File: src/cft_mbu_pkg.sv
package cft_mbu_pkg;

   ////////////////////
   // Widths
   ////////////////////

   localparam int unsigned DATA_W   = 8;  // Bank register and bus data byte
   localparam int unsigned CTX_W    = 8;  // Context register
   localparam int unsigned SEL_W    = 3;  // Bank selector from the IR index field
   localparam int unsigned WB_ADR_W = 4;  // Wishbone word address

   // Bank storage is indexed by {context, bank}
   localparam int unsigned BANK_ADR_W = CTX_W + SEL_W;
   localparam int unsigned BANK_DEPTH = 2 ** BANK_ADR_W;  // 2048 entries
   localparam int unsigned N_BANKS    = 2 ** SEL_W;       // MB0..MB7 per context

   ////////////////////
   // Types
   ////////////////////

   typedef logic [DATA_W-1:0]     mb_data_t;   // One bank register or data byte
   typedef logic [CTX_W-1:0]      ctx_t;       // Context number
   typedef logic [SEL_W-1:0]      mb_sel_t;    // Bank selector
   typedef logic [WB_ADR_W-1:0]   wb_adr_t;    // Wishbone word address
   typedef logic [BANK_ADR_W-1:0] bank_adr_t;  // Flat bank storage address

   // Source of the Wishbone read data during ack
   typedef enum logic [1:0] {
      RD_NONE = 2'd0,  // Unmapped or write cycle, reads as zero
      RD_BANK = 2'd1,  // MB0..MB7 of the current context
      RD_CTX  = 2'd2   // Context register
   } rd_src_e;

   ////////////////////
   // Register map
   ////////////////////

   // 0..7 are MB0..MB7, 8 is the context register
   // 9..15 are unmapped and ack with zero data
   localparam wb_adr_t ADR_CTX = wb_adr_t'(8);

endpackage
File: src/mbu_aext_gen.sv
`timescale 1ns/1ns

module mbu_aext_gen import cft_mbu_pkg::*; (
   input  logic     clk4,       // Unit clock
   input  logic     arst_n,     // Async reset, active low
   input  logic     mbu_en,     // Unit enable from control
   input  logic     ram_rom,    // Front panel RAM/ROM switch
   input  mb_data_t xlat_data,  // Bank file lookup, one clock after mb_sel
   output mb_data_t aext        // Extended address byte
);

   logic     en_d;      // Enable as seen when the selector was sampled
   mb_data_t aext_dft;  // Power-on value of aext

   // Switch in the top bit, zeros below
   assign aext_dft = {ram_rom, {(DATA_W-1){1'b0}}};

   ////////////////////
   // Output stage
   ////////////////////

   // xlat_data lags mb_sel by one edge
   // en_d lags mbu_en by the same amount so each lookup
   // uses the enable that was current when its selector was taken
   always_ff @(posedge clk4 or negedge arst_n) begin
      if (!arst_n) begin
         en_d <= 1'b0;
         aext <= '0;          // Zero until the first edge after reset
      end else begin
         en_d <= mbu_en;
         if (en_d) begin
            aext <= xlat_data;  // Translated bank
         end else begin
            aext <= aext_dft;   // Unit still disabled
         end
      end
   end

endmodule

File: config.mk
export PLATFORM = sky130hd
export DESIGN_NAME = mbu_aext_gen
export DESIGN_NICKNAME = d
export VERILOG_FILES = /design/src/cft_mbu_pkg.sv /design/src/mbu_aext_gen.sv
export SDC_FILE = /design/constraint.sdc
export NUM_CORES = 1
export LEC_CHECK = 0
export ABC_AREA = 1
export BUFFER_PORTS_ARGS = -buffer_cell sky130_fd_sc_hd__buf_2
export CAP_MARGIN = 20
export CORE_AREA = 3 3 40 42
export DETAILED_ROUTE_END_ITERATION = 8
export DIE_AREA = 0 0 43 45
export PLACE_DENSITY = 0.58
export SLEW_MARGIN = 20
export SYNTH_ARGS = -nofsm -noshare
export SYNTH_HDL_FRONTEND = slang
export SYNTH_SLANG_ARGS = --single-unit
File: constraint.sdc
create_clock -name clk4 -period 1.19 [get_ports clk4]
set_input_delay 0.238 -clock clk4 [delete_from_list [all_inputs] [get_ports clk4]]
set_output_delay 0.238 -clock clk4 [all_outputs]
set_load 0.005 [all_outputs]
---- After elaboration in Yosys (flattened, before gate mapping) ----
Index checks and enable logic that the tools add are counted.
word-level totals
  input port bits ......................... 12
  flip-flop bits (word level) ............. 9
  output and inout port bits .............. 8
cells by class
  multiplexer cells ....................... 1
operators by type and width
  kind    number
  $mux 8  1

---- Depth between registers and ports, before layout ----
  depth in word-level cells ............... 1
  mapped depth ............................ 4
  gate-level depth less buffers ........... 3

---- Worst setup path before layout ----
OpenSTA, ideal clock, no wires.
  path type ............................... register to register
  from .................................... register en_d
  to ...................................... register aext[7]
  data arrival time ....................... 0.565 ns
  clock period less this slack ............ 0.681 ns
  slack ................................... 0.509 ns
  stages on the path, launching flop included .. 4
  library setup time ...................... 0.116 ns
  path buffers ............................ 1
  path through ............................ dfrtp_1 > buf_6 > nand2_1 > nand2_1
between the ends
  longest elaborated chain between the ends .. 1
ends and longest elaborated chain
  what                      line                text
  start: declaration        mbu_aext_gen.sv:12  logic en_d;
  start signal: assignment  mbu_aext_gen.sv:30  en_d <= mbu_en;
  $mux 8                    mbu_aext_gen.sv:31  if (en_d) begin
  end signal: assignment    mbu_aext_gen.sv:32  aext <= xlat_data;
  end signal: assignment    mbu_aext_gen.sv:34  aext <= aext_dft;
  end: declaration          mbu_aext_gen.sv:9   output mb_data_t aext
Every way passes these cells.

---- Final worst setup path ----
  from .................................... register aext[4]
  to ...................................... output aext[4]
No word-level cell between the ends.

==> results.sh <==
export IMPL_status="completed"
export IMPL_vias_per_cell=3.48
export IMPL_drv_cap=0
export IMPL_grt_start_max_net_pins=10
export IMPL_crit_path_cell_trace="buf_2"
export IMPL_areaGrowthSynthToFinish_pct=45.7
export IMPL_max_freq_ghz=1.04
export IMPL_clock_sink_count=9
export IMPL_post_place_ws_ps=453
export IMPL_num_vias=230
export IMPL_drt_iter0_drc=2
export IMPL_core_um2=1280
export IMPL_post_drt_wl_per_cell_um=7.74
export IMPL_use_met2=0.0868
export IMPL_cp_top_family="flip-flops"
export IMPL_clock_latency_ps=250
export IMPL_fp_dieW_um=43
export IMPL_period_share=0.810
export IMPL_peakVddDrop_mv=0.623
export IMPL_grt_antenna_before_repair=0
export IMPL_grt_pass1_wl_um=814
export IMPL_drc_errors=0
export IMPL_crit_fanout=1
export IMPL_leakagePower_nw=0.297
export IMPL_min_path_type="input pin to register"
export IMPL_insertedDiodeCount=0
export IMPL_worst_r2r_endpoint="aext[7]"
export IMPL_grt_overflow=0
export IMPL_synth_avg_cell_area_um2=10.9
export IMPL_row_count=13
export IMPL_cts_tree="done"
export IMPL_slew_violations=0
export IMPL_hp_start="mbu_en"
export IMPL_final_common_cell="buf_2"
export IMPL_reg2reg_setup_slack_ps=460
export IMPL_fin_crit_ps=964
export IMPL_hold_viol=0
export IMPL_cts_buffer_depth=2
export IMPL_final_cell_mix="buf_2, nand2_1, dfrtp_1"
export IMPL_use_met3=0.0757
export IMPL_worst_ep_required_time_ps=950
export IMPL_critPathLaunchType="register"
export IMPL_worst_slew_pin_slew_ps=266
export IMPL_crit_buf_inv=1
export IMPL_drive_gt1_frac=0.451
export IMPL_start_util=0.237
export IMPL_synth_nets=40
export IMPL_layout_nets=64
export IMPL_cpPeakStageDelay_ps=350
export IMPL_ys_warn_count=0
export IMPL_ff2ff_path_depth=3
export IMPL_cts_resized_gates=0
export IMPL_cts_inserted_buffers=3
export IMPL_r2r_start="en_d"
export IMPL_finalWorstSetupSlack_ps=226
export IMPL_post_cts_buffers=0
export IMPL_whs_path_depth=1
export IMPL_place_hpwl_um=422
export IMPL_htree_levels=1
export IMPL_routed_wirelength_um=511
export IMPL_clk_pin_slew_worst_paths_ps=60
export IMPL_postPlaceCellArea_um2=407
export IMPL_die_area_um2=1940
export IMPL_port_buffers=19
export IMPL_firstDrtPassIters=2
export IMPL_io_pins=20
export IMPL_power_density_nw_per_um2=1370
export IMPL_grt_pass1_vias=204
export IMPL_whs_ps=91.2
export IMPL_busiest_layer="met2"
export IMPL_cts_root_buf="clkbuf_4"
export IMPL_tns_ps=0
export IMPL_post_route_cell_area_um2=443
export IMPL_setup_viol=0
export IMPL_crit_path_top_delay_cell="dfrtp_1"
export IMPL_fill_cells=126
export IMPL_end_kind="output port"
export IMPL_postRouteAntennaNets=0
export IMPL_grt_use_total=0.0623
export IMPL_ys_ff_latch=9
export IMPL_min_to="en_d"
export IMPL_die_h_um=45
export IMPL_seq_area_frac_synth=0.741
export IMPL_place_gp_congestion=0.580
export IMPL_skew_ps=2.83
export IMPL_met1_usage=0.0648
export IMPL_rsz0062_at_grt="no"
export IMPL_syn_area_um2=304
export IMPL_ys_types=5
export IMPL_syn_inst=28
export IMPL_relSlewSlack=0.823
export IMPL_path_class="register to output port"
export IMPL_worstPathArrival_ps=730
-- timing repair --
action	4_1_cts	5_1_grt
hold endpoints to repair	9	0
hold buffers	1	0
setup endpoints to repair	0	0
-- layer usage --
layer	wire (um)	share of wire	vias up
met5	0	0	-
met4	0	0	0
met3	98	0.19	0
met2	229	0.45	15
met1	183	0.36	94
li1	-	-	121
-- power breakdown --
part	total, mW	internal [mW]	switching, mW
sequential	0.329	0.322	0.00681
clock	0.223	0.128	0.0944
combinational	0.0531	0.0296	0.0236
-- sequential cells by signal (all words and copies together) (netlist names) --
signal and flops:
aext 8, en_d 1
-- stage by stage --
step | std cells | total power, mW | utilization
floorplan | 28 | 0.352 | -
global placement | 61 | 0.387 | 0.316
detailed placement | 61 | 0.388 | 0.316
CTS | 66 | 0.622 | 0.345
global route | 66 | 0.653 | 0.345
finish | 66 | 0.605 | 0.345
-- cell usage after synthesis --
library cell  count  area, um^2
buf_6             1        11.3
dfrtp_1           9         225
inv_1             7        26.3
inv_2             1        3.75
nand2_1          10        37.5
-- cells by family (layout without fill, tap and decap cells) --
kind of cell  Yosys count  in the layout  synth area share
buf+inv                 9             32             0.136
simple gates           10             10             0.123
flops                   9              9             0.741
-- final cells by class --
type,instances,area (um^2),area share
clock buffers,4,26.3,0.0593
repair buffers,20,105,0.237
well taps,15,18.8,0.0424
inverters,8,30.0,0.0678
multi-input cells,10,37.5,0.0847
flip-flops and latches,9,225,0.508
-- worst max-delay path by stage --
stage / startpoint / end / slack (ps) / cells past startpoint
floorplan: en_d / aext[7] / 510 / 3
CTS: aext[2] / aext[2] / 200 / 1
detailed placement: en_d / aext[7] / 450 / 3
finish: aext[4] / aext[4] / 230 / 1
global route: aext[2] / aext[2] / 180 / 1
global placement: en_d / aext[7] / 480 / 3
(Power assumes the default switching activity.)
