### config.mk
export PLATFORM = sky130hd
export DESIGN_NAME = mbu_control
export DESIGN_NICKNAME = d
export VERILOG_FILES = /design/src/cft_mbu_pkg.sv /design/src/mbu_control.sv
export SDC_FILE = /design/constraint.sdc
export NUM_CORES = 1
export LEC_CHECK = 0
export ABC_AREA = 0
export BUFFER_PORTS_ARGS = -buffer_cell sky130_fd_sc_hd__buf_2
export CAP_MARGIN = 20
export CORE_MARGIN = 2
export CORE_UTILIZATION = 36
export CTS_BUF_LIST = sky130_fd_sc_hd__clkbuf_16
export CTS_CLUSTER_DIAMETER = 50
export DETAILED_ROUTE_END_ITERATION = 8
export GPL_ROUTABILITY_DRIVEN = 1
export PLACE_DENSITY = 0.77
export SYNTH_ARGS = -nofsm -noshare
export SYNTH_HDL_FRONTEND = slang
export SYNTH_SLANG_ARGS = --single-unit
### constraint.sdc
create_clock -name clk4 -period 1.1 [get_ports clk4]
set_input_delay 0 -clock clk4 [delete_from_list [all_inputs] [get_ports clk4]]
set_output_delay 0 -clock clk4 [all_outputs]
set_load 0.02 [all_outputs]
### src/cft_mbu_pkg.sv
package cft_mbu_pkg;

   ////////////////////
   // Widths
   ////////////////////

   localparam int unsigned DATA_W   = 8;  // Bank register and bus data byte
   localparam int unsigned CTX_W    = 8;  // Context register
   localparam int unsigned SEL_W    = 3;  // Bank selector from the IR index field
   localparam int unsigned WB_ADR_W = 4;  // Wishbone word address

   // Bank storage is indexed by {context, bank}
   localparam int unsigned BANK_ADR_W = CTX_W + SEL_W;
   localparam int unsigned BANK_DEPTH = 2 ** BANK_ADR_W;  // 2048 entries
   localparam int unsigned N_BANKS    = 2 ** SEL_W;       // MB0..MB7 per context

   ////////////////////
   // Types
   ////////////////////

   typedef logic [DATA_W-1:0]     mb_data_t;   // One bank register or data byte
   typedef logic [CTX_W-1:0]      ctx_t;       // Context number
   typedef logic [SEL_W-1:0]      mb_sel_t;    // Bank selector
   typedef logic [WB_ADR_W-1:0]   wb_adr_t;    // Wishbone word address
   typedef logic [BANK_ADR_W-1:0] bank_adr_t;  // Flat bank storage address

   // Source of the Wishbone read data during ack
   typedef enum logic [1:0] {
      RD_NONE = 2'd0,  // Unmapped or write cycle, reads as zero
      RD_BANK = 2'd1,  // MB0..MB7 of the current context
      RD_CTX  = 2'd2   // Context register
   } rd_src_e;

   ////////////////////
   // Register map
   ////////////////////

   // 0..7 are MB0..MB7, 8 is the context register
   // 9..15 are unmapped and ack with zero data
   localparam wb_adr_t ADR_CTX = wb_adr_t'(8);

endpackage
### src/mbu_control.sv
`timescale 1ns/1ns

module mbu_control import cft_mbu_pkg::*; (
   input  logic     clk4,        // Unit clock
   input  logic     arst_n,      // Async reset, active low

   // Wishbone classic slave
   input  logic     wb_cyc,
   input  logic     wb_stb,
   input  logic     wb_we,
   input  wb_adr_t  wb_adr,
   input  mb_data_t wb_dat_w,
   output mb_data_t wb_dat_r,
   output logic     wb_ack,

   // Bank file side
   input  mb_data_t bank_rdata,  // Synchronous read of MBn at bank_sel
   input  ctx_t     ctx,         // Current context
   output logic     bank_we,     // Write MBn of current context
   output mb_sel_t  bank_sel,    // Which MBn
   output logic     ctx_we,      // Write context register
   output mb_data_t wr_data,     // Data for either write

   output logic     mbu_en       // Unit enable, also the panel LED
);

   logic     cyc_act;    // Master has a cycle on the bus
   logic     seen_q;     // Cycle accepted, ack due at the next edge
   logic     xfer_we;    // Write phase of an accepted cycle
   logic     hit_bank;   // Address is MB0..MB7
   logic     hit_ctx;    // Address is the context register
   rd_src_e  rd_src_q;   // Read mux select, aligned with ack
   ctx_t     ctx_q;      // Context snapshot for reads of address 8

   ////////////////////
   // Address decode
   ////////////////////

   assign cyc_act  = wb_cyc & wb_stb;
   assign hit_bank = (wb_adr < wb_adr_t'(N_BANKS));
   assign hit_ctx  = (wb_adr == ADR_CTX);
   // Anything else is unmapped

   assign bank_sel = wb_adr[SEL_W-1:0];  // Low bits pick MBn
   assign wr_data  = wb_dat_w;

   ////////////////////
   // Handshake
   ////////////////////

   // Edge N sees the cycle and sets seen_q
   // Edge N+1 raises ack for exactly one cycle
   // Neither bit can restart while the other is set, so a held stb
   // does not produce a second ack
   always_ff @(posedge clk4 or negedge arst_n) begin
      if (!arst_n) begin
         seen_q <= 1'b0;
         wb_ack <= 1'b0;
      end else begin
         seen_q <= cyc_act & ~seen_q & ~wb_ack;
         wb_ack <= seen_q & cyc_act;  // Master abort drops the ack
      end
   end

   // Strobes live in the cycle between seen and ack
   // so the write lands on the edge that raises ack
   assign xfer_we = seen_q & cyc_act & wb_we;
   assign bank_we = xfer_we & hit_bank;
   assign ctx_we  = xfer_we & hit_ctx;   // Unmapped writes go nowhere

   ////////////////////
   // Read path
   ////////////////////

   // The bank file reads at the edge that raises ack
   // Select and context are registered on that same edge to match
   always_ff @(posedge clk4 or negedge arst_n) begin
      if (!arst_n) begin
         rd_src_q <= RD_NONE;
      end else if (seen_q && !wb_we) begin
         if (hit_bank) begin
            rd_src_q <= RD_BANK;
         end else if (hit_ctx) begin
            rd_src_q <= RD_CTX;
         end else begin
            rd_src_q <= RD_NONE;  // Unmapped reads return zero
         end
      end else begin
         rd_src_q <= RD_NONE;
      end
   end

   always_ff @(posedge clk4) begin
      if (seen_q) begin
         ctx_q <= ctx;  // Snapshot only when a transfer is in progress
      end
   end

   // Data is meaningful only while wb_ack is high
   always_comb begin
      unique case (rd_src_q)
         RD_BANK: wb_dat_r = bank_rdata;
         RD_CTX:  wb_dat_r = mb_data_t'(ctx_q);
         default: wb_dat_r = '0;
      endcase
   end

   ////////////////////
   // Enable flag
   ////////////////////

   // Any bank write brings the unit out of its power-on state
   // Context writes leave it alone
   always_ff @(posedge clk4 or negedge arst_n) begin
      if (!arst_n) begin
         mbu_en <= 1'b0;
      end else if (bank_we) begin
         mbu_en <= 1'b1;  // Sticky until the next reset
      end
   end

endmodule

# ---- Yosys cells after proc, flatten, opt, wreduce, memory -nomap -nowiden
# Index checks and enable logic that the tools add are counted.
dict set report word_totals {
  output_inout_bits 23
  latchBits 0
  n_memories 0
  inputBits 33
  romBits 0
  mem_bits_rw 0
  reg_bits 13
  wordCells 24
}
dict set report classes {
  div 0
  order_cmp 1
  shifts 0
  mux 4
  n_addsub 0
  bitwise_logic 9
  n_eq_ne 3
  n_mul 0
  reduce_logical 2
}
# operator count
set op_table {}
lappend op_table {{8-bit one-hot mux with 2 select lines} 1}
lappend op_table {{1-bit bitwise AND} 7}
lappend op_table {{2-bit 2-to-1 mux} 3}
lappend op_table {{4-bit == test, second input constant} 1}
lappend op_table {{4-bit < comparator, second input constant} 1}
lappend op_table {{2-bit by 1-bit == test with 1-bit output, second input constant} 1}
lappend op_table {{2-bit == test, second input constant} 1}
lappend op_table {{1-bit inverter} 2}
lappend op_table {{1-bit logical AND} 1}
lappend op_table {{1-bit zero test} 1}

# ---- Longest topological paths before layout
dict set report logic_depth {
  depth_word 4
  ltp_mapped 5
  depth_no_buf 4
}

# ---- Least setup slack after synthesis
# No wires, ideal clock.
dict set report synth_path {
  path_type {flip-flop to output port}
  start {reg rd_src_q[1]}
  end {out wb_dat_r[0]}
  t_required_ns 1.100
  path_stages_with_launch 6
  n_path_buf 1
  arrival_time_ns 1.162
  slack_ns -0.062
  path_cell_list {dfrtp_1 -> inv_1 -> ha_1 -> clkbuf_1 -> a22oi_1 -> nor2_1}
}
dict set report synth_via {
  elab_chain_len 2
  elab_cells_between_ends 3
  cone_classes {eq/ne: 2; mux: 1}
}
# element line
set synth_rtl {}
lappend synth_rtl {{start: declaration} mbu_control.sv:32} ;# rd_src_e rd_src_q;
lappend synth_rtl {{start signal: assignment} mbu_control.sv:79} ;# rd_src_q <= RD_NONE;
lappend synth_rtl {{start signal: assignment} mbu_control.sv:82} ;# rd_src_q <= RD_BANK;
lappend synth_rtl {{start signal: assignment} mbu_control.sv:84} ;# rd_src_q <= RD_CTX;
lappend synth_rtl {{2-bit == test or 2-bit by 1-bit == test with 1-bit output (tied branches)} mbu_control.sv:101} ;# unique case (rd_src_q)
lappend synth_rtl {{8-bit one-hot mux with 2 select lines *} mbu_control.sv:101}
lappend synth_rtl {{end: declaration} mbu_control.sv:13} ;# output mb_data_t wb_dat_r,
# Mark *: on every way between the ends. The rest lies on a longest branch, timed or not.

# ---- Worst setup path after layout
# Same ends and word-level chain as after synthesis.

==> summary.txt <==
CTS clk-pin slew, worst paths - 40 ps
Synth Instances - 58
Synth top area share - 37.4%
Worst-Skew Late Latency - 240 ps
largest family of logic cells by synthesized area - buffers and inverters
TritonCTS Sinks - 13
Worst Setup End Kind - output port
sw frac - 19.4%
initial antenna violation count - 0
Total Wirelength - 1.69 mm
syn avg cell area - 11.1 um2
Clock Tree Buf Depth - 2
I/O pins - 56
Filler Cell Count - 128
Chip Height - 46.2 um
H-Tree Depth - 1
post-synthesis compound-gate area fraction - 10.5%
Yosys Warn Count - 0
max cap viols - 0
simple-gate share of the synthesized area - 12.9%
post-synth net total - 93
Ant. Diodes - 0
pin count of the biggest net entering global routing - 9
standard-cell row count - 15
Post-Synth Adder-Cell Area - 3.90%
Setup Crit Path Kind - flip-flop to output port
peak supply drop - 0.676 mV
Tmin final - 1300 ps
via count - 572
Buffers on Ports - 39
crit path DAT - 1300 ps
status - complete, but fails checks
remaining routing DRC violations - 0
first-pass iteration count of the detailed router - 4
Worst-Margin Slew - 213 ps
crit-path max FO - 8
Leak Pwr - 0.000462 uW
Area contributors post-synth - edfxtp_1 (37%), dfrtp_1 (19%), buf_4 (13%)
final hold violation count - 0
fin crit share - 118%
fmax - 769 MHz
failing checks - negative setup slack
CP required - 1100 ps
DP Worst Slack - -15.0 ps
gr ovfl total - 0
number of DRC markers in iteration 0 - 10
CTS Buf Count - 3
most frequent cells in the layout - buf_2 (29), dlygate4sd3_1 (10), buf_4 (9)
#FFs+latches synth - 13
multiplexer area fraction after synthesis - 0%
final worst setup slack - -200 ps
area leader, netlist - edfxtp_1
Routed Antenna Nets - 0
number of global-route vias before repair - 518
setup slack, reg-to-reg - 140 ps
Via density - 4.58
Max transition margin - 85.8%
Routed WL per cell - 13.5 um
Cell variety after synth - 16
NumNets Final - 136
xor/xnor share of the synthesized area - 0%
half-perimeter wire length after placement - 1.07 mm
P per Cell Area - 1290 nW/um2
Reg power frac - 40.8%
Max Slew Vio Count - 0
setup TNS - -1450 ps
clock share of power - 47.4%
area of the mapped netlist - 642 um2
Overall Global Routing Usage - 13.8%
switching pwr - 268 uW
first-pass GRT wire length - 2.07 mm
layout cells sized above 1 - 58.0%
GPL Wtd Cong - 0.626
Horiz. Die Dim - 46.2 um
Synth-to-Final Area Change - 67.6%
CTS Root Cell - clkbuf_16
unrepaired setup endpoints after global routing - yes
Setup Skew - 1.42 ps
most common cell after layout, fill and taps aside - buf_2
Combinational Power Share - 11.9%
register area share after synthesis - 56.9%
Finish-stage setup viols - 8
clock tree from TritonCTS - yes
Hold Path Class - input pin to output port
Int Pwr - 1120 uW
area of the core - 1710 um2
CP Launch Type - flip-flop
Die Area - 2140 um2
Initial Util - 37.6%
## path summary, 6_finish.rpt
kind / startpoint / endpoint / depth (start not counted)
max: rd_src_q[1]$_DFF_PN0_ / wb_dat_r[0] / 5
min: wb_dat_w[4] / wr_data[4] / 0
max reg2reg: seen_q$_DFF_PN0_ / ctx_q[4]$_DFFE_PP_ / 2
min reg2reg: wb_ack$_DFF_PN0_ / seen_q$_DFF_PN0_ / 1
max in group asynchronous: arst_n / rd_src_q[0]$_DFF_PN0_ / 2
min in group asynchronous: arst_n / seen_q$_DFF_PN0_ / 2
## cells in the mapped netlist
cell      count
nand4_1       1
nor3_1        1
dfrtp_1       5
buf_1         1
inv_1         2
and3_1        1
nand2b_1      1
or4b_1        1
edfxtp_1      8
nor2_1       12
a22oi_1       8
o21bai_1      1
clkbuf_1      2
ha_1          2
buf_4        11
nand2_1       1
## per-stage QoR
step	std cells	util [%]	instance area [um2]	hold slack [ps]	power (uW)
global route	125	63.0	1080	0.0941	1440
global placement	109	46.2	790	-183	683
detailed placement	109	46.2	790	-179	690
floorplan	58	-	649	-296	664
finish	125	63.0	1080	0.0262	1390
CTS	123	61.0	1040	0.0652	1390
## sequential cells by signal, indices dropped and copies added (netlist names)
register / cells
ctx_q: 8
mbu_en: 1
rd_src_q: 2
seen_q: 1
wb_ack: 1
## per-layer routing
layer  share of wire (%)  vias up  global-route usage, %
met5                   0        -                      0
met4                   0        0                   6.86
met3                 6.0        0                   3.53
met2                  56       34                   26.7
met1                  38      264                   13.1
li1                    -      274                      -
## kinds of logic after synthesis
| family | after synthesis |
|---|---|
| and+or+nand+nor | 18 |
| adders and majority gates | 2 |
| buffers and inverters | 16 |
| DFF | 13 |
| AOI/OAI and AO/OA | 9 |
## power by group through the flow
stage | clock network (uW) | logic, uW | registers, uW
2_1_floorplan | 0 | 81.7 | 582
3_5_place_dp | 0 | 120 | 570
5_1_grt | 695 | 177 | 566
4_1_cts | 673 | 155 | 564
3_3_place_gp | 0 | 115 | 568
6_report | 656 | 164 | 565
## final cells by class
class	instances	area (um2)	share of cell area (%)
clock buffers	3	75.1	6.98
clock inverters	1	3.75	0.349
inverters	2	7.51	0.698
multi-input cells	29	235	21.9
flip-flops and latches	13	365	34.0
well taps	25	31.3	2.91
repair buffers	52	358	33.3
## worst max-delay path, cell delays in order (launching register included)
cell and delay [ps]:
dfrtp_1 390, inv_2 60, ha_4 190, a22oi_2 220
nor2_2 60, buf_6 130
## timing repair
action | 4_1_cts | 5_1_grt
hold buffers | 10 | 0
endpoints found under the hold margin | 15 | 0
buffers inserted | 0 | 2
gates resized for setup | 20 | 6
pin swaps | 0 | 3
endpoints found under the setup margin | 8 | 10
Note: power is estimated with default switching activity, not from simulation.
